### src/design/cam_pkg.sv
package cam_pkg;

  // active picture, kept tiny for short simulations
  localparam int FRAME_W = 32;
  localparam int FRAME_H = 24;
  localparam int PIXELS  = FRAME_W * FRAME_H;
  localparam int ADDR_W  = 10;

  // scan period in clocks per line and lines per frame
  localparam int H_TOTAL = 40;
  localparam int V_TOTAL = 28;
  localparam int H_CNT_W = $clog2(H_TOTAL);
  localparam int V_CNT_W = $clog2(V_TOTAL);

  // sync pulse placement, both active low
  localparam int H_SYNC_START = 34;
  localparam int H_SYNC_LEN   = 2;
  localparam int V_SYNC_START = 25;
  localparam int V_SYNC_LEN   = 1;

  // first column of the centre third and of the right third
  localparam int THIRD_1 = 11;
  localparam int THIRD_2 = 22;

  // orange window on the expanded 8-bit channels
  localparam logic [7:0] ORANGE_R_MIN = 8'hC0;
  localparam logic [7:0] ORANGE_G_MIN = 8'h40;
  localparam logic [7:0] ORANGE_G_MAX = 8'hA0;
  localparam logic [7:0] ORANGE_B_MAX = 8'h50;

  // fewest orange pixels per frame that count as a target
  localparam int MIN_COUNT = 8;
  localparam int CNT_W     = 10;

  // camera pixel as stored in the frame buffer
  typedef struct packed {
    logic [3:0] r;
    logic [3:0] g;
    logic [3:0] b;
  } pix444_t;

  // colour on the vga pins
  typedef struct packed {
    logic [7:0] r;
    logic [7:0] g;
    logic [7:0] b;
  } rgb888_t;

  // magenta overlay for marked pixels
  localparam rgb888_t MARK_COLOR = '{r: 8'hFF, g: 8'h00, b: 8'hFF};

  // scan state that rides along with each pixel
  typedef struct packed {
    logic       hsync_n;
    logic       vsync_n;
    logic       active;
    logic [4:0] x;
  } video_ctl_t;

  // blanked, no sync pulse
  localparam video_ctl_t CTL_IDLE = '{hsync_n: 1'b1, vsync_n: 1'b1, active: 1'b0, x: 5'd0};

  typedef enum logic [1:0] {
    DIR_NONE,
    DIR_LEFT,
    DIR_CENTER,
    DIR_RIGHT
  } dir_t;

endpackage
### src/design/target_finder.sv
`timescale 1ns/1ps

module target_finder (
  input  logic                 clk,
  input  logic                 rst_n,
  input  cam_pkg::pix444_t     rd_pix,
  input  cam_pkg::video_ctl_t  pix_ctl,
  output cam_pkg::rgb888_t     vga_rgb,
  output cam_pkg::video_ctl_t  vga_ctl,
  output logic                 is_orange
);

  import cam_pkg::*;

  rgb888_t expanded;
  logic    orange;

  // nibble repeat so 0xF maps to 0xFF and 0x0 to 0x00
  assign expanded = '{r: {rd_pix.r, rd_pix.r},
                      g: {rd_pix.g, rd_pix.g},
                      b: {rd_pix.b, rd_pix.b}};

  // strong red, moderate green, little blue
  assign orange = (expanded.r >= ORANGE_R_MIN) &&
                  (expanded.g >= ORANGE_G_MIN) &&
                  (expanded.g <= ORANGE_G_MAX) &&
                  (expanded.b <= ORANGE_B_MAX);

  // output stage toward the vga pins
  always_ff @(posedge clk or negedge rst_n) begin
    if (!rst_n) begin
      vga_rgb   <= '0;
      vga_ctl   <= CTL_IDLE;
      is_orange <= 1'b0;
    end else begin
      vga_ctl   <= pix_ctl;
      // blanking pixels never count as targets
      is_orange <= pix_ctl.active && orange;
      if (!pix_ctl.active) begin
        vga_rgb <= '0;
      end else if (orange) begin
        vga_rgb <= MARK_COLOR;
      end else begin
        vga_rgb <= expanded;
      end
    end
  end

endmodule

### config.mk
export PLATFORM = sky130hd
export DESIGN_NAME = target_finder
export DESIGN_NICKNAME = d
export VERILOG_FILES = /design/src/design/cam_pkg.sv /design/src/design/target_finder.sv
export SDC_FILE = /design/constraint.sdc
export NUM_CORES = 1
export LEC_CHECK = 0
export ABC_CLOCK_PERIOD_IN_PS = 800
export CAP_MARGIN = 20
export CORE_MARGIN = 8
export CORE_UTILIZATION = 52
export DETAILED_ROUTE_END_ITERATION = 16
export DONT_BUFFER_PORTS = 1
export PLACE_DENSITY = 0.7
export RECOVER_POWER = 25
export SETUP_SLACK_MARGIN = 0.02
export SLEW_MARGIN = 20
export SYNTH_ARGS = -nofsm -noshare
export SYNTH_HDL_FRONTEND = slang
export SYNTH_SLANG_ARGS = --single-unit
### constraint.sdc
create_clock -name clk -period 0.8 [get_ports clk]
set_clock_uncertainty 0.05 [all_clocks]
set_input_delay 0.08 -clock clk [delete_from_list [all_inputs] [get_ports clk]]
set_output_delay 0.08 -clock clk [all_outputs]
set_load 0.005 [all_outputs]
## Word level (Yosys, flattened, before mapping)

Cells that the tools add are included.

- Register bits after elaboration: 33
- Latch bits: 0
- RAM bits: 0
- Bits in read-only memories: 0
- Output and inout bits: 33
- Logic and storage cells: 18
- Memories: 0

- Add/subtract/negate cells: 0
- Multipliers: 0
- Div/mod/pow operators: 0
- $lt $le $gt $ge: 4
- Eq/ne operators: 0
- Shift operators: 0
- Multiplexer cells: 2
- Bitwise logic cells: 0
- Reductions and logical operators: 4

Operator list:

| kind | count |
|---|---|
| 24-bit two-way mux | 2 |
| 8-bit by 7-bit >= comparator with 1-bit output, second input constant | 1 |
| 8-bit >= comparator, second input constant | 1 |
| 8-bit by 7-bit <= comparator with 1-bit output, second input constant | 1 |
| 8-bit <= comparator, second input constant | 1 |
| 1-bit logical AND | 4 |

## Depth between registers and ports, before layout

- Depth after elaboration: 6
- Mapped depth: 4

## Worst setup path before layout

Ideal clock, no wire load.

- Path kind: input to register
- From: input rd_pix[6] (netlist name)
- To: register vga_rgb[20] (netlist name)
- Setup time: 119 ps
- Arrival time: 680 ps
- Data required time: 631 ps
- Setup slack: -49 ps
- Stages: 4
- Path buffers: 1
- Cell sequence: nor2_1 > and4bb_1 > buf_6 > o21a_1

- Word-level cells in the longest chain between the ends: 6
- Elaborated cells on any way between the ends: 7

RTL lines:

| element | RTL line | source |
|---|---|---|
| start: declaration | target_finder.sv:6 | `input cam_pkg::pix444_t rd_pix,` |
| 8-bit by 7-bit >= comparator with 1-bit output | target_finder.sv:25 | `(expanded.g >= ORANGE_G_MIN) &&` |
| 1-bit logical AND | target_finder.sv:24 | `assign orange = (expanded.r >= ORANGE_R_MIN) &&` |
| 1-bit logical AND * | target_finder.sv:25 |  |
| 1-bit logical AND * | target_finder.sv:26 | `(expanded.g <= ORANGE_G_MAX) &&` |
| 24-bit two-way mux * | target_finder.sv:41 | `end else if (orange) begin` |
| 24-bit two-way mux * | target_finder.sv:39 | `if (!pix_ctl.active) begin` |
| end signal: assignment | target_finder.sv:44 | `vga_rgb <= expanded;` |
| end: declaration | target_finder.sv:8 | `output cam_pkg::rgb888_t vga_rgb,` |

Mark *: on every way between the ends. The rest lies on a longest branch, timed or not.

## Worst setup path in the final report

- From: register vga_ctl[6] (netlist name)
- To: output vga_ctl[6] (netlist name)

RTL lines:

| element | RTL line | source |
|---|---|---|
| start: declaration | target_finder.sv:9 | `output cam_pkg::video_ctl_t vga_ctl,` |
| start signal: assignment | target_finder.sv:36 | `vga_ctl <= pix_ctl;` |

No word-level cell between the ends.

==> results.md <==
- Arrival @ worst endpoint: 0.82 ns
- CTS H-tree depth: 1
- HPWL after DPL: 1120 um
- Synth area leaders: dfrtp_1 60%, buf_4 11%, dfstp_2 6.6%
- Cells after Synth: 58
- PD cells: 1960 nW/um2
- DRT met1 WL: 416 um
- Gr ovfl total: 0
- WP data required: 0.67 ns
- Via count: 414
- HP Class: in2async
- Synth Warn #: 0
- CTS tree: done
- Type of the worst setup path: reg2out
- Synth top area share: 0.597
- Hold Slack: -0.576 ns
- Primary FF master, synth: dfrtp_1
- Clk sinks: 21
- Syn nets: 80
- CP endpoint kind: output pin
- Starting Density: 0.541
- Cell area after synthesis: 796 um2
- Antenna Violating Nets Remaining: 0
- Post-synthesis sequential area ratio: 0.664
- WP depth: 0
- Final Util: 0.602
- WL final: 1400 um
- Top-count cell post-synth: dfrtp_1
- Worst-path fanout max: 1
- Via/cell ratio: 5.18
- Fillers: 119
- Setup tns final: -1.19 ns
- Period minus WS final: 0.952 ns
- Port Buffer Count: 0
- Pin count of the biggest net entering global routing: 22
- Pleak: 0.430 nW
- Final nets: 87
- Synthesized area per cell: 13.7 um2
- DRC: 0
- FFs w/ async S/R, synth: 1.00
- Max-Cap Viols: 0
- Post-synth top cells: 19 x dfrtp_1, 12 x buf_4, 5 x nand2_1, 5 x o21a_1, 3 x nor2_1
- Worst setup path startpoint: vga_ctl[6]$_DFF_PN1_
- Post CTS Setup Buffer Count: 0
- Count of pins over their slew limit: 0
- Pre-Repair DR Iteration Count: 1
- CTS Buf Count: 3
- Worst slew margin: 0.846
- Initial DRC Count: 0
- Status: finished, violations left
- Met2 Routed Length: 661 um
- Core Footprint: 1470 um2
- Crit share post-route: 1.19
- Die area: 3040 um2
- Metal3 WL: 318 um
- Diode count: 0
- GRT Total Usage: 0.0953
- Vias in the first global route: 451
- Top Layer Used: met3
- Register bit count reported by yosys: 21
- Worst setup SP type: register
- Layout overhead on the synthesized area: 11.3%
- Initial antenna violation count: 0
- WL/cell: 17.5 um
- Rows: 14
- Reg clk slew, reported paths: 0.10 ns
- Worst Tran Pin Value: 0.229 ns
- GP Congestion: 0.658
- Ratio of cells with drive above 1 in the final layout: 0.188
- Unrepaired setup endpoints after global routing: yes
- Fmax: 1050 MHz
- Final hold violations: 33
- CTS Buffer Depth: 2
- Pre-CTS setup slack: -0.135 ns
- Final setup vio count: 33
- CTS Hold Bufs: 12
- Final setup margin: -0.152 ns
- Die width: 55.1 um
- # resized after CTS: 0
- Post-synthesis cell type count: 16
- Failing checks: negative hold slack, negative setup slack
- # IOs: 55
- Max rail drop VDD: 0.982 mV
- Cell taking the most area after synthesis: dfrtp_1
- Clock root buffer: clkbuf_4
- Die height: 55.1 um
- Post-synth EDFFs: 0
- First-pass GRT wire length: 2030 um
-- power by group --
| part | internal [mW] | switching (mW) | total (mW) |
|---|---|---|---|
| sequential | 1.12 | 0.0439 | 1.16 |
| combinational | 0.0782 | 0.0308 | 0.109 |
| clock | 0.193 | 0.271 | 0.465 |
| total | 1.39 | 0.346 | 1.74 |
-- cells in the final DEF (no fill, tap or decap), drive strengths merged --
cell type    count
and2             3
and4bb           1
buf              4
clkbuf           4
dfrtp           19
dfstp            2
dlygate4sd3     12
nand2            5
nand3b           1
nor2             3
o211a            2
o21a             5
o21ai            2
o31ai            1
-- metal layers --
layer	up-vias	track usage
met2	25	0.159
met1	199	0.0754
met5	-	0
li1	190	-
met4	0	0.0480
met3	0	0.0829
-- cell families (layout without fill, tap and decap cells) --
group                  Yosys count  count (layout)  synth area share
flip-flops                      21              21             0.664
buffers and inverters           14              20             0.134
AND/OR/NAND/NOR                 13              13             0.104
AO/OA/AOI/OAI                   10              10            0.0991
-- timing repair --
action	in CTS	in global routing
endpoints found under the setup margin	33	33
pin swaps	0	0
hold endpoints to repair	42	33
-- worst max-delay path by stage --
stage          slack, ns               endpoint
2_1_floorplan      -0.05  vga_rgb[20]$_DFF_PN0_
3_3_place_gp       -0.08   vga_rgb[5]$_DFF_PN0_
3_5_place_dp       -0.13  vga_rgb[20]$_DFF_PN0_
4_1_cts            -0.17             vga_ctl[7]
5_1_grt            -0.19             vga_ctl[6]
6_report           -0.15             vga_ctl[6]
-- sequential cells by signal (all words and copies together), names as in the netlist --
signal,cells
vga_rgb,12
vga_ctl,8
is_orange,1
-- layout make-up --
class	instances	area [um2]	share of cell area
clock buffer	4	26.3	0.0297
multi-input combinational	23	161	0.182
sequential	21	528	0.596
tap	16	20.0	0.0226
timing repair buffer	16	150	0.169
-- stage by stage --
stage / area [um2] / instances / total power [mW]
global route: 886 / 80 / 1.83
CTS: 886 / 80 / 1.76
detailed placement: 739 / 64 / 1.25
global placement: 739 / 64 / 1.25
finish: 886 / 80 / 1.74
floorplan: 796 / 58 / 1.28
Power figures use the tool's default switching activity.
