$ cat config.mk
export PLATFORM = sky130hd
export DESIGN_NAME = scan_timing
export DESIGN_NICKNAME = d
export VERILOG_FILES = /design/src/design/cam_pkg.sv /design/src/design/scan_timing.sv
export SDC_FILE = /design/constraint.sdc
export NUM_CORES = 1
export LEC_CHECK = 0
export ABC_AREA = 1
export ABC_CLOCK_PERIOD_IN_PS = 1750
export BUFFER_PORTS_ARGS = -buffer_cell sky130_fd_sc_hd__buf_2
export CAP_MARGIN = 10
export CORE_UTILIZATION = 25
export DETAILED_ROUTE_END_ITERATION = 16
export SETUP_SLACK_MARGIN = 0.3
export SKIP_LAST_GASP = 1
export SYNTH_ARGS = -nofsm -noshare
export SYNTH_HDL_FRONTEND = slang
export SYNTH_SLANG_ARGS = --single-unit
$ cat constraint.sdc
create_clock -name clk -period 1.75 [get_ports clk]
set_input_delay 0.175 -clock clk [delete_from_list [all_inputs] [get_ports clk]]
set_output_delay 0.175 -clock clk [all_outputs]
set_load 0.01 [all_outputs]
$ cat src/design/cam_pkg.sv
package cam_pkg;

  // active picture, kept tiny for short simulations
  localparam int FRAME_W = 32;
  localparam int FRAME_H = 24;
  localparam int PIXELS  = FRAME_W * FRAME_H;
  localparam int ADDR_W  = 10;

  // scan period in clocks per line and lines per frame
  localparam int H_TOTAL = 40;
  localparam int V_TOTAL = 28;
  localparam int H_CNT_W = $clog2(H_TOTAL);
  localparam int V_CNT_W = $clog2(V_TOTAL);

  // sync pulse placement, both active low
  localparam int H_SYNC_START = 34;
  localparam int H_SYNC_LEN   = 2;
  localparam int V_SYNC_START = 25;
  localparam int V_SYNC_LEN   = 1;

  // first column of the centre third and of the right third
  localparam int THIRD_1 = 11;
  localparam int THIRD_2 = 22;

  // orange window on the expanded 8-bit channels
  localparam logic [7:0] ORANGE_R_MIN = 8'hC0;
  localparam logic [7:0] ORANGE_G_MIN = 8'h40;
  localparam logic [7:0] ORANGE_G_MAX = 8'hA0;
  localparam logic [7:0] ORANGE_B_MAX = 8'h50;

  // fewest orange pixels per frame that count as a target
  localparam int MIN_COUNT = 8;
  localparam int CNT_W     = 10;

  // camera pixel as stored in the frame buffer
  typedef struct packed {
    logic [3:0] r;
    logic [3:0] g;
    logic [3:0] b;
  } pix444_t;

  // colour on the vga pins
  typedef struct packed {
    logic [7:0] r;
    logic [7:0] g;
    logic [7:0] b;
  } rgb888_t;

  // magenta overlay for marked pixels
  localparam rgb888_t MARK_COLOR = '{r: 8'hFF, g: 8'h00, b: 8'hFF};

  // scan state that rides along with each pixel
  typedef struct packed {
    logic       hsync_n;
    logic       vsync_n;
    logic       active;
    logic [4:0] x;
  } video_ctl_t;

  // blanked, no sync pulse
  localparam video_ctl_t CTL_IDLE = '{hsync_n: 1'b1, vsync_n: 1'b1, active: 1'b0, x: 5'd0};

  typedef enum logic [1:0] {
    DIR_NONE,
    DIR_LEFT,
    DIR_CENTER,
    DIR_RIGHT
  } dir_t;

endpackage
$ cat src/design/scan_timing.sv
`timescale 1ns/1ps

module scan_timing (
  input  logic                        clk,
  input  logic                        rst_n,
  output logic [cam_pkg::ADDR_W-1:0]  rd_addr,
  output cam_pkg::video_ctl_t         scan_ctl
);

  import cam_pkg::*;

  // column and line position inside the scan period
  logic [H_CNT_W-1:0] h_cnt;
  logic [V_CNT_W-1:0] v_cnt;
  logic               active;

  // line and frame counters
  always_ff @(posedge clk or negedge rst_n) begin
    if (!rst_n) begin
      // start in vertical blanking so the first frame opens cleanly
      h_cnt <= '0;
      v_cnt <= V_CNT_W'(FRAME_H);
    end else if (h_cnt == H_CNT_W'(H_TOTAL - 1)) begin
      h_cnt <= '0;
      if (v_cnt == V_CNT_W'(V_TOTAL - 1)) begin
        v_cnt <= '0;
      end else begin
        v_cnt <= v_cnt + 1'b1;
      end
    end else begin
      h_cnt <= h_cnt + 1'b1;
    end
  end

  // visible picture in the top left corner of the scan
  assign active = (h_cnt < H_CNT_W'(FRAME_W)) && (v_cnt < V_CNT_W'(FRAME_H));

  always_comb begin
    scan_ctl.hsync_n = !((h_cnt >= H_CNT_W'(H_SYNC_START)) &&
                         (h_cnt <  H_CNT_W'(H_SYNC_START + H_SYNC_LEN)));
    scan_ctl.vsync_n = !((v_cnt >= V_CNT_W'(V_SYNC_START)) &&
                         (v_cnt <  V_CNT_W'(V_SYNC_START + V_SYNC_LEN)));
    scan_ctl.active  = active;
    // column index used by the classifier
    scan_ctl.x       = active ? 5'(h_cnt) : 5'd0;
  end

  // raster address, parked at zero in blanking
  assign rd_addr = active ? (ADDR_W'(v_cnt) * ADDR_W'(FRAME_W) + ADDR_W'(h_cnt)) : '0;

  // sync pulses must sit entirely in blanking
  a_sync_in_blank: assert property (@(posedge clk) disable iff (!rst_n)
    scan_ctl.active |-> (scan_ctl.hsync_n && scan_ctl.vsync_n))
    else $error("sync pulse inside active area");

endmodule

# [Word-level counts from Yosys, hierarchy flattened]
# Index checks and enable logic that the tools add are counted.
# W data, S select, Z words.
[totals] in_bits=2 ff_bits=11 output_inout_bits=18 word_cells=22
[classes] addsub=3 mux=4 eq_ne=2 reduce_logical=5 n_lt_le_gt_ge=6
[op_table] cell="$lt A6 B6 Y1 const B" n=2
[op_table] cell="$add A10 B6 Y10" n=1
[op_table] cell="$lt A5 B5 Y1 const B" n=2
[op_table] cell="$mux W10" n=1
[op_table] cell="$mux W5" n=2
[op_table] cell="$add A6 B1 Y6 const B" n=1
[op_table] cell="$eq A6 B6 Y1 const B" n=1
[op_table] cell="$ge A6 B6 Y1 const B" n=1
[op_table] cell="$mux W6" n=1
[op_table] cell="$add A5 B1 Y5 const B" n=1
[op_table] cell="$eq A5 B5 Y1 const B" n=1
[op_table] cell="$ge A5 B5 Y1 const B" n=1
[op_table] cell="$logic_and A1 B1 Y1" n=3
[op_table] cell="$logic_not A1 Y1" n=2

# [Longest topological paths before layout]
# Gate-level depths: netlist of run 1.
[depth] depth_word=3 mapped_depth=7 ltp_nobuf=6

# [Worst setup path before layout of run 1]
# No wires, ideal clock.
[synth_timing] path_type="reg2out" from="register v_cnt[0]" to="output rd_addr[7] (netlist bit)" t_arrival_ns=1.299 path_stages_with_launch=5 n_path_buf=0 required_ns=1.575 setup_slack_ns=0.276 path_cell_list="dfrtp_1 ha_1 ha_1 or2_2 a21oi_2"
[synth_between] elab_chain_cells=3 elab_cells_between_ends=4 classes_between="1 x add/sub; 1 x order compare; 1 x mux; 1 x reduce/logical"
[synth_rtl] item="start, declared" line_no="scan_timing.sv:14" source="logic [V_CNT_W-1:0] v_cnt;"
[synth_rtl] item="start signal, assigned" line_no="scan_timing.sv:22" source="v_cnt <= V_CNT_W'(FRAME_H);"
[synth_rtl] item="start signal, assigned" line_no="scan_timing.sv:28" source="v_cnt <= v_cnt + 1'b1;"
[synth_rtl] item="branches (longest 2 deep; another with $add A10 B6 Y10)"
[synth_rtl] item="$mux W10 (*)" line_no="scan_timing.sv:49" source="assign rd_addr = active ? (ADDR_W'(v_cnt) * ADDR_W'(FRAME_W) + ADDR_W'(h_cnt)) : '0;"
[synth_rtl] item="end, declared" line_no="scan_timing.sv:6" source="output logic [cam_pkg::ADDR_W-1:0] rd_addr,"
# Mark *: on every way between the ends.

# [Worst setup path after layout of run 1]
[layout_timing] from="register h_cnt[5]" to="output rd_addr[7] (netlist bit)"
[layout_between] elab_chain_cells=3 elab_cells_between_ends=4 classes_between="1 x add/sub; 1 x order compare; 1 x mux; 1 x reduce/logical"
[layout_rtl] item="start, declared" line_no="scan_timing.sv:13" source="logic [H_CNT_W-1:0] h_cnt;"
[layout_rtl] item="start signal, assigned" line_no="scan_timing.sv:31" source="h_cnt <= h_cnt + 1'b1;"
[layout_rtl] item="branches (longest 2 deep; another with $add A10 B6 Y10)"
[layout_rtl] item="$mux W10 (*)" line_no="scan_timing.sv:49"
# Marks and branches as above.

==> metrics, run 1 <==
First-pass DRT Iterations=10; Max Freq=0.601 GHz; Worst path slowest cell=dfrtp_1; sequential standard cell area=283 sq um; Largest stage delay, worst path=0.43 ns; Clock Latency Late Sink=0.26 ns; Hold Path Class=input port to async pin; total number of vias=753; # diodes=0; final hold vios=0; MaxCap Viol Count=0; final period utilization=around 95%; CP delay by family, top=flip-flops; failing checks=DRC; CP most frequent cell=ha_4; synthesized area per cell=7.62 sq um; Post-DP HPWL=1120 um; Post-synth EDFFs=0; clk buf depth=2; initial detailed-routing violation count=59; Port Buffer Count=19; Max Slew Vio Count=0; ys async rst share=100%; all-layer global routing usage=11.3%; GRT overflow=0; status=finished, violations left; Initial Utilization=27.5%; most frequent cells in the layout=buf_6 (16), inv_1 (15), nand2_1 (12), nor2_1 (9), buf_2 (9); Clock Sinks=11; worst path bufs/invs=1; number of warnings issued by yosys=0; largest net degree at the start of global routing=12; post-route ant nets=0; final wirelength=1980 um; Cell variety after synth=21; Rel. slew slack=around 83%; Crit Path Category=flip-flop to output pin; worst slew pin tran=around 0.25 ns; WP data required=1.57 ns; first-pass GRT wire length=just under 3000 um; Mapped Nets=110; setup TNS=0 ns; synth-to-layout area growth=49.3%; cell leakage power=0.530 nW; Max VDD drop=0.145 mV; cell area after synthesis=785 sq um; GP Congestion=slightly below 0.8; CTS Buf Count=3; clock root cell=clkbuf_4; Seq cells post-synth=11; Rows=19; drt wl/cell=12.3 um; Post-layout nets=roughly 140; Die Y-Extent=58.0 um; initial antenna violation count=0; pwr dens=371 nW/um^2; Design Area, Final=1170 sq um; worst-path cell chain=ha_4 > ha_4 > or2_4 > a21oi_2 > buf_2; worst-path fanout max=2; H-tree levels=1; Cells after DPL=144; die width=58.0 um; commonest non-fill, non-tap cell in the layout=buf_6; Critical Path Sink Type=output pin; TritonCTS clock tree=done; die area=roughly 3400 sq um; RSZ-0062 raised after global routing=true; CP startpoint kind=flip-flop; DR DRC count=3; multi-input logic area=479 sq um; skew final=a little over 0.0009 ns; min cycle time layout=between 1.5 and 2 ns; Top Ports=20; Setup-failing EPs final=0; CTS clk-pin slew, worst paths=approximately 0.070 ns; vias in the first global route=683; core footprint=2850 sq um; WP data arrival=1.49 ns; fillers=285; Seq/Total Area, Yosys=between 30% and 40%; Post-Synthesis Cells=between 100 and 150; fin cells=around 160; Main synth FF type=dfrtp_1; Post-DP Area=846 sq um; fraction of layout cells with a size suffix above 1=between 50% and 60%; vias per cell=~4.7
-- stage by stage --
stage          setup WS (ns)  hold WS [ns]  power (mW)  utilization (%)
2_1_floorplan          0.299        -0.121       0.259                -
3_3_place_gp           0.218        0.0574       0.265             29.6
3_5_place_dp           0.180        0.0595       0.265             29.6
4_1_cts               0.0708         0.309       0.441             35.1
5_1_grt               0.0310         0.323       0.458             41.1
6_report              0.0856         0.304       0.435             41.1
-- state kept, by name, summed over array words and instances, names as in the netlist --
name   flops
h_cnt      6
v_cnt      5
-- metal layers --
layer	share of wire (%)	track usage (%)	routed length [um]	vias to the layer above
met5	0	0	0	-
met4	0.96	5.78	19	0
met3	2.9	2.23	57	2
met2	54	18.6	1080	21
met1	42	14.0	825	352
li1	-	-	-	378
-- cells by family after synthesis --
logic type | Yosys count | synth area share [%]
AOI/OAI and AO/OA | 9 | 6.70
xor gates and xnor gates | 3 | 3.35
adders and majority gates | 5 | 7.97
buffers and inverters | 27 | 18.7
DFF | 11 | 35.4
and+or+nand+nor | 48 | 27.9
-- path summary, 6_finish.rpt --
| kind | cells after the start | endpoint | startpoint | slack [ns] |
|---|---|---|---|---|
| min in group clk | 1 | h_cnt[0]$_DFF_PN0_ | h_cnt[0]$_DFF_PN0_ | 0.51 |
| max in group asynchronous | 2 | v_cnt[4]$_DFFE_PN1N_ | rst_n | 1.18 |
| setup / recovery | 5 | rd_addr[7] | h_cnt[5]$_DFF_PN0_ | 0.09 |
| hold reg to reg | 1 | h_cnt[0]$_DFF_PN0_ | h_cnt[0]$_DFF_PN0_ | 0.51 |
| setup reg to reg | 9 | v_cnt[1]$_DFFE_PN0N_ | h_cnt[5]$_DFF_PN0_ | 0.31 |
| hold / removal | 2 | h_cnt[2]$_DFF_PN0_ | rst_n | 0.30 |
-- cell usage after synthesis, drive strengths merged, types with 2 or more instances --
master | instances | share of area [%]
inv | 17 | 8.1
nor2 | 17 | 8.5
nand2 | 14 | 7.0
buf | 10 | 11
nand3 | 10 | 6.4
dfrtp | 9 | 29
a21oi | 5 | 3.7
ha | 5 | 8.0
nand4 | 4 | 3.2
o21ai | 3 | 1.9
xor2 | 3 | 3.3
dfstp | 2 | 6.7
or2 | 2 | 1.9
-- power by group --
part | switching (mW) | total, mW | leakage (nW) | internal [mW]
clock | 0.0852 | 0.173 | 0.0150 | 0.0881
sequential | 0 | 0.254 | 0.128 | 0.254
combinational | 0.00500 | 0.00727 | 0.387 | 0.00227
total | 0.0902 | 0.435 | 0.530 | 0.344
-- timing repair --
| action | 4_1_cts | 5_1_grt |
|---|---|---|
| resized for setup | 17 | 30 |
| hold endpoints to repair | 9 | 0 |
| buffers inserted | 7 | 4 |
| cloned | 1 | 0 |
| pin swaps | 8 | 9 |
| setup endpoints to repair | 17 | 24 |
| hold buffers | 1 | 0 |
-- layout make-up --
cell class	instances	area share, %
multi-input cells	66	40.9
flip-flops and latches	11	24.1
repair buffers	32	23.9
inverters	17	5.45
well taps	31	3.31
clock buffers	4	2.24
Note: power is estimated with default switching activity, not from simulation.
==> run 2: changes to the inputs <==
ABC_AREA = unset   (was 1)
==> metrics, run 2 <==
Max Freq=0.586 GHz (-2.4%); Mapped Nets=84 (-24%); Hold Path Class=input port to async pin; commonest non-fill, non-tap cell in the layout=buf_6; Worst R2R Setup Slack=0.10 ns (-0.21 ns); final period utilization=97.4% (+2.3 points); met3 Usage GRT=3.35% (+1.1 points); fraction of layout cells with a size suffix above 1=67.9% (+18 points); die area=3350 sq um (-0.60%); all-layer global routing usage=13.1% (+1.8 points); core footprint=2850 sq um (unchanged); Cell variety after synth=30 (+43%); Largest regs=h_cnt (6), v_cnt (5); WP data arrival=1.53 ns (+0.04 ns); worst setup margin=0.0447 ns (-0.0409 ns); failing checks=DRC; Max Slew Vio Count=0 (unchanged); GRT Max-Usage Layer=met2; drt wl/cell=14.5 um (+18%); worst path bufs/invs=1 (unchanged); CP startpoint kind=flip-flop; Largest stage delay, worst path=0.41 ns (-0.02 ns); max reg flops=6 (unchanged); Die Y-Extent=57.8 um (-0.30%); post-synth top area share=28.9% (+0.18 points); post-route ant nets=0 (unchanged); CP most frequent cell=ha_4; GP Congestion=0.729 (-7.4%); first-pass GRT wire length=3190 um (+9.2%); vias per cell=4.97 (+6.3%); Setup-failing EPs final=0 (unchanged); cell area after synthesis=779 sq um (-0.64%); GRT overflow=0 (unchanged); fin cells=143 (-11%); vias in the first global route=674 (-1.3%); most frequent cells in the layout=buf_6 (21), buf_2 (8), buf_4 (8), and2_4 (6), dfrtp_1 (5); Initial Utilization=27.3% (-0.18 points); H-tree levels=1 (unchanged); Max VDD drop=0.181 mV (+25%); Critical Path Sink Type=output pin; largest net degree at the start of global routing=12 (unchanged); CTS clk-pin slew, worst paths=0.07 ns (about the same); Post-layout nets=120 (-13%); Port Buffer Count=19 (unchanged); RSZ-0062 raised after global routing=true; Synth area leader=dfrtp_1; CP delay by family, top=flip-flops; Post-synth EDFFs=0 (unchanged); synth-to-layout area growth=66.0%; initial detailed-routing violation count=25 (-58%); overall power=0.434 mW (-0.14%); CTS Buf Count=3 (unchanged); initial antenna violation count=0 (unchanged); Post-DP HPWL=1140 um (+1.8%); clock root cell=clkbuf_4; DR DRC count=3 (unchanged); final hold vios=0 (unchanged); Clock Sinks=11 (unchanged); worst-path fanout max=2 (unchanged); M1 GR Usage=16.5% (+2.4 points); Post-Synthesis Cells=77 (-25%); worst slew pin tran=0.292 ns (+0.0418 ns); MaxCap Viol Count=0 (unchanged); Top Ports=20 (unchanged); skew final=0.00467 ns (+0.00376 ns); synthesized area per cell=10.1 sq um (+33%); top cells by count, synth=and2_1 (9), dfrtp_1 (9), buf_4 (6); setup TNS=0 ns (unchanged); Clock Latency Late Sink=0.27 ns (about the same); Post-DP Area=858 sq um (+1.5%); hold slack=0.301 ns (-0.00322 ns); Rel. slew slack=80.5% (-2.8 points); total number of vias=711 (-5.6%); First-pass DRT Iterations=10 (unchanged); pwr dens=336 nW/um^2 (-9.6%); Biggest register=h_cnt; Seq/Total Area, Yosys=35.6% (+0.23 points); ys async rst share=100% (unchanged); Crit Path Category=flip-flop to output pin; status=finished, violations left; clk buf depth=2 (unchanged); number of warnings issued by yosys=0 (unchanged); Seq cells post-synth=11 (unchanged); Core Util, Final=45.4% (+4.3 points); Design Area, Final=1290 sq um (+10%); GR met2 Demand/Resource=19.5% (+0.99 points); # diodes=0 (unchanged); TritonCTS clock tree=done; WP data required=1.57 ns (about the same); die width=57.8 um (-0.30%); dpl ws=0.201 ns (+0.0210 ns); min cycle time layout=1.71 ns (+0.0409 ns); synth top area cells=dfrtp_1 (29%), ha_1 (8.0%), and2_1 (7.2%); worst-path cell chain=ha_4 > ha_4 > nand3_1 > mux2_4 > nor2_2 > buf_2; Cells after DPL=121 (-16%); cell leakage power=0.608 nW (+15%); Worst path slowest cell=dfrtp_2; final wirelength=2080 um (+5.1%); Rows=19 (unchanged); Main synth FF type=dfrtp_1
[run 2: cell count changes after synthesis, moves of 3 or more]
cell     previous run  this run
nor2_1             16         5
inv_1              16         3
and2_1              0         9
nand4_1             4         0
nand2_1            13         2
xnor2_1             0         3
mux2_2              0         4
nand3_1            10         3
[run 2: cells by family after synthesis]
group                    share of synthesized area [%]
multiplexers                                      5.78
AND/OR/NAND/NOR                                   25.8
adder cells (fa/ha/maj)                           8.03
flip-flops                                        35.6
buffers and inverters                             10.4
AO/OA/AOI/OAI                                     8.67
XOR/XNOR                                          5.62
[run 2: worst paths after layout]
kind,from,to,depth (start not counted)
hold reg to reg,h_cnt[0]$_DFF_PN0_,h_cnt[0]$_DFF_PN0_,1
setup / recovery,h_cnt[5]$_DFF_PN0_,rd_addr[9],6
max in group asynchronous,rst_n,v_cnt[4]$_DFFE_PN1N_,2
hold / removal,rst_n,h_cnt[2]$_DFF_PN0_,2
min in group clk,h_cnt[0]$_DFF_PN0_,h_cnt[0]$_DFF_PN0_,1
setup reg to reg,h_cnt[5]$_DFF_PN0_,v_cnt[2]$_DFFE_PN0N_,5
[run 2: layer usage]
metal,vias to the layer above,share of wire (%)
met5,-,0
met4,0,2.5
met3,6,3.8
met2,20,50
met1,349,43
li1,336,-
[run 2: timing repair]
item	in CTS	in global routing
gates cloned	1	0
setup endpoints to repair	21	26
resized for setup	33	25
hold buffers	1	0
buffers inserted	10	6
endpoints found under the hold margin	9	0
pin swaps	10	15
[run 2: power by group]
| part | internal (mW) | switching, mW | total, mW |
|---|---|---|---|
| logic | 0.00228 | 0.00506 | 0.00734 |
| clock network | 0.0884 | 0.0840 | 0.172 |
| registers | 0.254 | 0 | 0.254 |
[run 2: worst reg2reg max path: cells and delay by family, from the launching register on]
| family | cells | cell delay, ns |
|---|---|---|
| mux | 1 | 0.32 |
| flops | 1 | 0.41 |
| simple gates | 2 | 0.62 |
| buf+inv | 2 | 0.21 |
[run 2: cell type report]
class	instances	area, sq um
Clock buffer	4	26.3
Fill cell	267	1560
Inverter	3	11.3
Multi-Input combinational cell	56	588
Sequential cell	11	283
Tap cell	31	38.8
Timing Repair Buffer	38	347
