### src/design/cam_pkg.sv
package cam_pkg;

  // active picture, kept tiny for short simulations
  localparam int FRAME_W = 32;
  localparam int FRAME_H = 24;
  localparam int PIXELS  = FRAME_W * FRAME_H;
  localparam int ADDR_W  = 10;

  // scan period in clocks per line and lines per frame
  localparam int H_TOTAL = 40;
  localparam int V_TOTAL = 28;
  localparam int H_CNT_W = $clog2(H_TOTAL);
  localparam int V_CNT_W = $clog2(V_TOTAL);

  // sync pulse placement, both active low
  localparam int H_SYNC_START = 34;
  localparam int H_SYNC_LEN   = 2;
  localparam int V_SYNC_START = 25;
  localparam int V_SYNC_LEN   = 1;

  // first column of the centre third and of the right third
  localparam int THIRD_1 = 11;
  localparam int THIRD_2 = 22;

  // orange window on the expanded 8-bit channels
  localparam logic [7:0] ORANGE_R_MIN = 8'hC0;
  localparam logic [7:0] ORANGE_G_MIN = 8'h40;
  localparam logic [7:0] ORANGE_G_MAX = 8'hA0;
  localparam logic [7:0] ORANGE_B_MAX = 8'h50;

  // fewest orange pixels per frame that count as a target
  localparam int MIN_COUNT = 8;
  localparam int CNT_W     = 10;

  // camera pixel as stored in the frame buffer
  typedef struct packed {
    logic [3:0] r;
    logic [3:0] g;
    logic [3:0] b;
  } pix444_t;

  // colour on the vga pins
  typedef struct packed {
    logic [7:0] r;
    logic [7:0] g;
    logic [7:0] b;
  } rgb888_t;

  // magenta overlay for marked pixels
  localparam rgb888_t MARK_COLOR = '{r: 8'hFF, g: 8'h00, b: 8'hFF};

  // scan state that rides along with each pixel
  typedef struct packed {
    logic       hsync_n;
    logic       vsync_n;
    logic       active;
    logic [4:0] x;
  } video_ctl_t;

  // blanked, no sync pulse
  localparam video_ctl_t CTL_IDLE = '{hsync_n: 1'b1, vsync_n: 1'b1, active: 1'b0, x: 5'd0};

  typedef enum logic [1:0] {
    DIR_NONE,
    DIR_LEFT,
    DIR_CENTER,
    DIR_RIGHT
  } dir_t;

endpackage
### src/design/cam_capture.sv
`timescale 1ns/1ps

module cam_capture (
  input  logic                        clk,
  input  logic                        rst_n,
  input  logic                        cam_vsync,
  input  logic                        cam_href,
  input  logic [7:0]                  cam_data,
  output logic                        wr_en,
  output logic [cam_pkg::ADDR_W-1:0]  wr_addr,
  output cam_pkg::pix444_t            wr_pix
);

  import cam_pkg::*;

  // low on the red byte, high on the green/blue byte
  logic              byte_phase;
  // red nibble waiting for its partner byte
  logic [3:0]        red_hold;
  // next free buffer location, stops at PIXELS
  logic [ADDR_W-1:0] addr_cnt;

  // control path
  always_ff @(posedge clk or negedge rst_n) begin
    if (!rst_n) begin
      byte_phase <= 1'b0;
      addr_cnt   <= '0;
      wr_en      <= 1'b0;
    end else begin
      // default is no write, wr_en is a single-cycle strobe
      wr_en <= 1'b0;
      if (cam_vsync) begin
        // new frame from the sensor
        byte_phase <= 1'b0;
        addr_cnt   <= '0;
      end else if (cam_href) begin
        byte_phase <= ~byte_phase;
        // second byte of a pair completes the pixel
        if (byte_phase && (addr_cnt < ADDR_W'(PIXELS))) begin
          wr_en    <= 1'b1;
          addr_cnt <= addr_cnt + 1'b1;
        end
      end else begin
        // each line starts on a red byte
        byte_phase <= 1'b0;
      end
    end
  end

  // pixel payload
  always_ff @(posedge clk) begin
    if (cam_href && !byte_phase) begin
      red_hold <= cam_data[3:0];
    end
    if (cam_href && byte_phase) begin
      wr_addr <= addr_cnt;
      wr_pix  <= '{r: red_hold, g: cam_data[7:4], b: cam_data[3:0]};
    end
  end

  // data past the end of the buffer must never reach the memory
  a_wr_in_range: assert property (@(posedge clk) disable iff (!rst_n)
    wr_en |-> (wr_addr < ADDR_W'(PIXELS)))
    else $error("frame buffer write out of range");

endmodule

### config.mk
export PLATFORM = sky130hd
export DESIGN_NAME = cam_capture
export DESIGN_NICKNAME = d
export VERILOG_FILES = /design/src/design/cam_pkg.sv /design/src/design/cam_capture.sv
export SDC_FILE = /design/constraint.sdc
export NUM_CORES = 1
export LEC_CHECK = 0
export BUFFER_PORTS_ARGS = -buffer_cell sky130_fd_sc_hd__buf_2
export CORE_MARGIN = 2
export CORE_UTILIZATION = 54
export CTS_CLUSTER_DIAMETER = 40
export CTS_CLUSTER_SIZE = 30
export DETAILED_ROUTE_END_ITERATION = 7
export PLACE_DENSITY = 0.93
export SYNTH_ARGS = -nofsm -noshare
export SYNTH_HDL_FRONTEND = slang
export SYNTH_SLANG_ARGS = --single-unit
export TNS_END_PERCENT = 1
### constraint.sdc
create_clock -name clk -period 4.1 [get_ports clk]
set_input_delay 0.41 -clock clk [delete_from_list [all_inputs] [get_ports clk]]
set_output_delay 0.41 -clock clk [all_outputs]
set_load 0.005 [all_outputs]
======== Word level (Yosys, flattened, before mapping) ========
Cells that the tools add are included.
cells by class
  bitwise gates (word level) .............. 1
  $add $sub $neg .......................... 1
  reduce and logical (&&, ||, !) cells .... 7
  muxes and demuxes ....................... 8
  magnitude comparators ................... 1
operator list
  kind                                            count
  2-to-1 mux 10 bit                               3
  adder 10 x 1 -> 10 bit (second input constant)  1
  < comparator 10 bit (second input constant)     1
  2-to-1 mux 1 bit                                5
  nonzero test 2 bit                              2
  logical AND 1 bit                               3
  AND reduction 2 bit                             1
  zero test 1 bit                                 1
  inverter 1 bit                                  1
word-level totals
  logic and storage cells ................. 26
  output and inout port bits .............. 23
  bits in registers ....................... 38
  input bits .............................. 12

======== Depth between registers and ports, before layout ========
Gate-level depths: netlist of the first run.
  word-level depth ........................ 5
  gate-level depth with buffers ........... 5
  gate-level depth less buffers ........... 5

======== Worst setup path before layout of the first run ========
OpenSTA, ideal clock, no wires.
  path type ............................... input -> register
  start ................................... input port cam_href
  end ..................................... register addr_cnt[8]
  cell stages on the path ................. 5
  required time ........................... 3.975 ns
  path buffers ............................ 1
  setup time .............................. 0.125 ns
  path slack .............................. 2.620 ns
  arrival ................................. 1.355 ns
  path through ............................ and2_4 buf_6 nand2_2 and3b_1 mux2_4
between the ends
  longest elaborated chain between the ends .. 2
RTL lines
  element                               line               RTL
  start, declared                       cam_capture.sv:7   input logic cam_href,
  nonzero test 2 bit (no source line)   n/a
  AND reduction 2 bit (no source line)  n/a
  end signal, assigned                  cam_capture.sv:41  addr_cnt <= addr_cnt + 1'b1;
  end, declared                         cam_capture.sv:21  logic [ADDR_W-1:0] addr_cnt;
Every way passes these cells.
A chain may end at the register's enable or synchronous reset.

======== Worst setup path after layout of the first run ========
  start ................................... register byte_phase
  end ..................................... register addr_cnt[8]
between the ends
  longest elaborated chain between the ends .. 3
RTL lines
  element                               line               RTL
  start, declared                       cam_capture.sv:17  logic byte_phase;
  start signal, assigned                cam_capture.sv:37  byte_phase <= ~byte_phase;
  logical AND 1 bit                     cam_capture.sv:39  if (byte_phase && (addr_cnt < ADDR_W'(PIXELS))) begin
  nonzero test 2 bit (no source line)   n/a
  AND reduction 2 bit (no source line)  n/a
Every way passes these cells.

==> impl_metrics.yaml, run 1 <==
drt:
  dr.pass1.iters: 4
  remaining_drc_errors: 0
  ant_nets: 0
  num_vias: 794
  wl_per_cell_um: 15.38
  top_layer_used: "met4"
  vias_per_cell: 5.190
  met1Wirelength_um: 1013
  routed-wl-met2_um: 1133
  dr_wl_met3_um: 186
  wirelength_um: 2353
  drtIter0Drc: 13
worst_hold_path:
  min_path_type: "input port to flip-flop"
  hold_depth: 1
  min_from: "cam_data[6]"
  min_to: "wr_pix[6]$_DFFE_PP_"
setup_path:
  critPathSlowestCell: "and2_4"
  setup.worst_path.class: "flip-flop to flip-flop"
  arrival_ns: 1.79
  path_delay_family: "simple AND/OR/NAND/NOR gates"
  cp.required_ns: 4.33
  end_kind: "flip-flop"
  r2r-start: "byte_phase$_DFF_PN0_"
  reg2reg_to: "addr_cnt[8]$_DFFE_PN0P_"
  path_cells: "and2_4 > nand2_2 > and3b_1 > mux2_4"
  r2r_slack_ns: 2.54
  critPathBufInv: 0
  slowest_delay_ns: 0.39
  critPathLaunchType: "flip-flop"
  path_max_fanout: 31
  ff2ff_path_depth: 4
timing:
  hold_viol_final: 0
  fin_hold_ws_ns: 0.2466
  clock.fmax_ghz: 0.6400
  finalMaxSlewViolations: 0
  setup-tns-final_ns: 0
  tightest_slew_ns: 0.4921
  fin_crit_sh_pct: 38.11
  fin_skew_ns: 0.006356
  setup_viol: 0
  grt_setup_unrepaired: "no"
  max_slew_margin_pct: 67.13
  period_minus_slack_ns: 1.562
power:
  vdd_drop_max_mv: 0.4923
  p_seq_share_pct: 54.8
  power.switching_mw: 0.1356
  powerDensity_nw_per_um2: 459.4
  p_leak_nw: 0.7013
  p_comb_share_pct: 3.4
  pwr-share-clk_pct: 41.8
  swShare_pct: 17.53
  intPower_mw: 0.6380
floorplan:
  dieArea_um2: 2956
  design.core.area_um2: 2432
  die_h_um: 54.37
  num_rows: 18
  start_util_pct: 56.33
  ios: 35
  die_w_um: 54.37
logic_synthesis:
  synth_flop_cell: "edfxtp_1"
  synth_enable_flop_cells: 26
  yosysWarnings: 0
  yosys.area.top_type: "edfxtp_1"
  yosysSeqAreaShare_pct: 78.90
  syn_nets: 95
  syn_area_per_cell_um2: 16.71
  synth-xor-area-share_pct: 4.475
  synth_most_common_cell: "edfxtp_1"
  synth_compound_area_share_pct: 1.005
  ys_top_cells_by_area: "edfxtp_1 57%, dfrtp_1 22%, xor2_1 4.5%, nor2_1 2.7%, nand4_1 1.8%"
  syn_inst: 82
  synth_top_family_by_area: "simple AND/OR/NAND/NOR gates"
  synth_commonest_cells: "26 x edfxtp_1, 12 x dfrtp_1, 10 x nor2_1"
  synth_cell_types: 22
  async_flop_share_pct: 31.58
  muxShareOfSynthArea_pct: 1.096
  synth.top_cell.area_share_pct: 56.99
  synth_fa_ha_area_share_pct: 0.9132
  synth-simple-area-share_pct: 12.51
  synth_area_um2: 1370
  synth-seq-cells: 38
final_layout:
  antenna_cells: 0
  multi_input_area_um2: 274.0
  syn_to_final_growth_pct: 22.92
  seqCellArea_um2: 1081
  post-route-util_pct: 69.24
  final-instance-count-excl-fill: 153
  fillers: 166
  nets: 135
  drive_gt1_share_pct: 39.02
global_route:
  grt_usage_pct: 17.59
  grt_overflow: 0
  grt_pass1_vias: 744
  grt_max_degree: 32
  antenna_found_initial: 0
  grt_first_pass_wirelength_um: 3463
placement:
  dpl.cell_count: 144
  numPortBuffers: 34
  gp_congestion: 0.7198
  dp_hpwl_um: 1683
flow_run:
  cap_violations: 0
clock_network:
  htreeDepth: 2
  path_clk_slew_ns: 0.11
  postCtsSetupBuffers: 0
  clkLatencyLatePin_ns: 0.33
  cts_buffers: 5
  clock_path_buffers: 2
  clkSinkCount: 38
  cts_tree: "done"
  cts_root_buffer: "clkbuf_4"
outcome:
  status: "finished clean"
[power groups by stage]
| stage | Sequential (mW) | Clock [mW] | Combinational (mW) |
|---|---|---|---|
| detailed placement | 0.433 | 0 | 0.0259 |
| global placement | 0.432 | 0 | 0.0245 |
| CTS | 0.424 | 0.327 | 0.0269 |
| finish | 0.424 | 0.323 | 0.0262 |
| floorplan | 0.433 | 0 | 0.00878 |
| global route | 0.425 | 0.342 | 0.0297 |
[registers in the layout, indices dropped and copies added (netlist names)]
name        count
wr_pix         12
wr_en           1
byte_phase      1
wr_addr        10
red_hold        4
addr_cnt       10
[metal layers]
metal,GRT usage [%],vias to the layer above
met1,21.47,382
met2,29.12,33
met5,0,-
met4,5.000,0
li1,-,376
met3,6.831,3
[what timing repair did]
action / CTS / global route
hold buffers: 1 / 0
hold endpoints to repair: 12 / 0
gates resized for setup: 0 / 0
setup endpoints to repair: 0 / 0
[through the flow]
step | area, um2 | setup WS (ns) | total power, mW
after global placement | 1563 | 2.451 | 0.4564
after detailed placement | 1563 | 2.396 | 0.4588
after global routing | 1684 | 2.443 | 0.7971
after CTS | 1684 | 2.524 | 0.7783
final | 1684 | 2.538 | 0.7736
after floorplan | 1370 | 2.620 | 0.4418
[cells by family after synthesis]
| logic type | after synthesis |
|---|---|
| DFF | 38 |
| and+or+nand+nor | 31 |
| xor gates and xnor gates | 7 |
| AOI/OAI and AO/OA | 2 |
| buffers and inverters | 2 |
| muxes | 1 |
| adders and majority gates | 1 |
[placed cells by master, fill, tap and decap left out]
master / Yosys / routed
buf_2: 0 / 34
and2_4: 1 / 1
ha_1: 1 / 1
a21oi_1: 1 / 1
a41oi_1: 1 / 1
nand3_1: 3 / 3
and4_1: 1 / 1
mux2_4: 1 / 1
edfxtp_1: 26 / 26
clkbuf_4: 0 / 5
and3b_1: 1 / 1
dfrtp_1: 12 / 12
xor2_1: 7 / 7
and2_2: 2 / 2
bufinv_16: 0 / 2
and3_2: 1 / 1
and3_1: 1 / 1
and2_1: 1 / 1
nand2_1: 2 / 2
nand2_2: 1 / 1
nand4_1: 4 / 4
nor2_1: 10 / 10
dlygate4sd3_1: 0 / 1
clkbuf_8: 0 / 1
nor2b_1: 3 / 3
[how the worst max path moves through the flow]
| stage | startpoint | to | slack [ns] | depth (start not counted) |
|---|---|---|---|---|
| CTS | byte_phase$_DFF_PN0_ | addr_cnt[8]$_DFFE_PN0P_ | 2.52 | 4 |
| global placement | cam_href | addr_cnt[8]$_DFFE_PN0P_ | 2.45 | 5 |
| global route | byte_phase$_DFF_PN0_ | addr_cnt[8]$_DFFE_PN0P_ | 2.44 | 4 |
| detailed placement | cam_href | addr_cnt[8]$_DFFE_PN0P_ | 2.40 | 5 |
| floorplan | cam_href | addr_cnt[8]$_DFFE_PN0P_ | 2.62 | 5 |
| finish | byte_phase$_DFF_PN0_ | addr_cnt[8]$_DFFE_PN0P_ | 2.54 | 4 |
[area by class of cell]
class | instances | share of cell area [%]
clock inverters | 2 | 3.566
well taps | 30 | 2.229
multi-input cells | 42 | 16.27
clock buffers | 6 | 3.046
repair buffers | 35 | 10.70
flip-flops and latches | 38 | 64.19
Note: power is estimated with default switching activity, not from simulation.
==> run 2: changes to the inputs <==
--- a/config.mk
+++ b/config.mk
@@ -7,11 +7,11 @@
 export LEC_CHECK = 0
 export BUFFER_PORTS_ARGS = -buffer_cell sky130_fd_sc_hd__buf_2
 export CORE_MARGIN = 2
-export CORE_UTILIZATION = 54
+export CORE_UTILIZATION = 50
 export CTS_CLUSTER_DIAMETER = 40
 export CTS_CLUSTER_SIZE = 30
 export DETAILED_ROUTE_END_ITERATION = 7
-export PLACE_DENSITY = 0.93
+export PLACE_DENSITY = 0.88
 export SYNTH_ARGS = -nofsm -noshare
 export SYNTH_HDL_FRONTEND = slang
 export SYNTH_SLANG_ARGS = --single-unit
==> constraint.sdc (replaced) <==
create_clock -name clk -period 1.5 [get_ports clk]
set_input_delay 0.15 -clock clk [delete_from_list [all_inputs] [get_ports clk]]
set_output_delay 0.15 -clock clk [all_outputs]
set_load 0.005 [all_outputs]
==> run 2 against run 1 <==
Clock skew increased by 0.0055 ns. Critical path type unchanged. Largest power group unchanged. Highest routed layer unchanged. Worst hold slack got worse by 0.23 ns. Clock-buffer cell count increased by 2. Flip-flop and latch count unchanged. Global-route usage decreased by 0.88 points. Utilization decreased by 1.9 points. Via count increased by 4.7%. Sequential share of layout area decreased by 1.1 points. Setup slack got worse by 2.5 ns. Wire length decreased by 0.81%. Register-to-register slack got worse by 2.5 ns. First-iteration DRC count increased by 15%.
==> impl_metrics.yaml, run 2 (synthesis gave the netlist of run 1 again) <==
global_route:
  grt_overflow: 0
  grt_pass1_vias: 849
  grt_first_pass_wirelength_um: 3870
  grt_max_degree: 19
  grt_usage_pct: 16.71
  antenna_found_initial: 0
timing:
  fin_crit_sh_pct: 96.29
  fin_skew_ns: 0.01181
  fin_hold_ws_ns: 0.01802
  setup_viol: 0
  tightest_slew_ns: 0.4271
  grt_setup_unrepaired: "no"
  hold_viol_final: 0
  max_slew_margin_pct: 71.47
  setup-tns-final_ns: 0
  clock.fmax_ghz: 0.6923
  setup_slack_ns: 0.05560
  period_minus_slack_ns: 1.444
  finalMaxSlewViolations: 0
final_layout:
  nets: 145
  top_regs: "wr_pix x12, addr_cnt x10, wr_addr x10"
  top_register: "wr_pix"
  most-common-layout-cells: "34 x buf_2, 26 x edfxtp_1, 12 x dfrtp_1"
  drive_gt1_share_pct: 36.09
  antenna_cells: 0
  fillers: 188
  syn_to_final_growth_pct: 25.11
  largest_reg_flops: 12
  layout_commonest_cell: "buf_2"
  final_area_um2: 1714
placement:
  numPortBuffers: 34
  placed_cell_area_um2: 1585
  gp_congestion: 0.7229
  dpl_worst_slack_ns: 0.07225
  dp_hpwl_um: 1681
clock_network:
  clock_path_buffers: 2
  cts_tree: "done"
  cts_buffers: 5
  clkLatencyLatePin_ns: 0.33
  cts_root_buffer: "clkbuf_4"
  path_clk_slew_ns: 0.09
  htreeDepth: 2
  clkSinkCount: 38
  postCtsSetupBuffers: 0
drt:
  ant_nets: 0
  num_vias: 831
  remaining_drc_errors: 0
  vias_per_cell: 5.098
  drtIter0Drc: 15
  dr.pass1.iters: 4
  wirelength_um: 2334
  wl_per_cell_um: 14.32
power:
  p_total_mw: 1.724
  powerDensity_nw_per_um2: 1005
  p_leak_nw: 0.7134
  vdd_drop_max_mv: 0.6464
setup_path:
  end_kind: "flip-flop"
  arrival_ns: 1.66
  cp.required_ns: 1.72
  setup.worst_path.class: "flip-flop to flip-flop"
  path_cells: "ha_1 > and2_2 > and3b_1 > mux2_4"
  slowest_delay_ns: 0.42
  critPathSlowestCell: "dfrtp_1"
  critPathLaunchType: "flip-flop"
  path_max_fanout: 4
  critPathBufInv: 0
  path_delay_family: "flip-flops"
flow_run:
  cap_violations: 0
floorplan:
  start_util_pct: 53.83
  die_w_um: 56.35
  design.core.area_um2: 2545
  dieArea_um2: 3175
  ios: 35
  die_h_um: 56.35
  num_rows: 18
outcome:
  status: "finished clean"
worst_hold_path:
  min_path_type: "input port to flip-flop"
-- run 2: final cells by class --
cell class | count | area [um2] | area share [%]
clock buffers | 8 | 48.80 | 2.847
multi-input cells | 42 | 274.0 | 15.99
flip-flops and latches | 38 | 1081 | 63.07
well taps | 30 | 37.54 | 2.190
repair buffers | 45 | 272.8 | 15.91
-- run 2: where the power goes --
| group | switching, mW | internal, mW |
|---|---|---|
| Sequential | 0.00824 | 1.15 |
| Clock | 0.290 | 0.187 |
| Combinational | 0.0449 | 0.0427 |
| Total | 0.344 | 1.38 |
-- run 2: per-layer routing --
layer / vias up / global-route usage [%] / routed length (um)
met1: 405 / 19.59 / 954
met3: 5 / 7.143 / 142
met2: 27 / 27.39 / 1196
met4: 0 / 6.122 / 41
li1: 394 / - / -
met5: - / 0 / 0
-- run 2: worst paths after layout --
| check | from | to | slack [ns] | cells after the start |
|---|---|---|---|---|
| max in group asynchronous | rst_n | addr_cnt[1]$_DFFE_PN0P_ | 1.07 | 2 |
| hold reg to reg | red_hold[2]$_DFFE_PN_ | wr_pix[10]$_DFFE_PP_ | 0.43 | 0 |
| setup reg to reg | addr_cnt[0]$_DFFE_PN0P_ | addr_cnt[8]$_DFFE_PN0P_ | 0.06 | 4 |
| min in group asynchronous | rst_n | addr_cnt[9]$_DFFE_PN0P_ | 0.20 | 2 |
| hold / removal | cam_data[3] | red_hold[3]$_DFFE_PN_ | 0.02 | 1 |
| setup / recovery | addr_cnt[0]$_DFFE_PN0P_ | addr_cnt[8]$_DFFE_PN0P_ | 0.06 | 4 |
-- run 2: repair_timing --
action,in CTS,in global routing
resized for setup,0,0
hold buffers,5,3
hold endpoints to repair,16,6
-- run 2: through the flow --
step                instances  utilization [%]
floorplan                  82                -
global route              163            67.36
CTS                       160            66.18
detailed placement        147            62.29
global placement          147            62.29
finish                    163            67.36
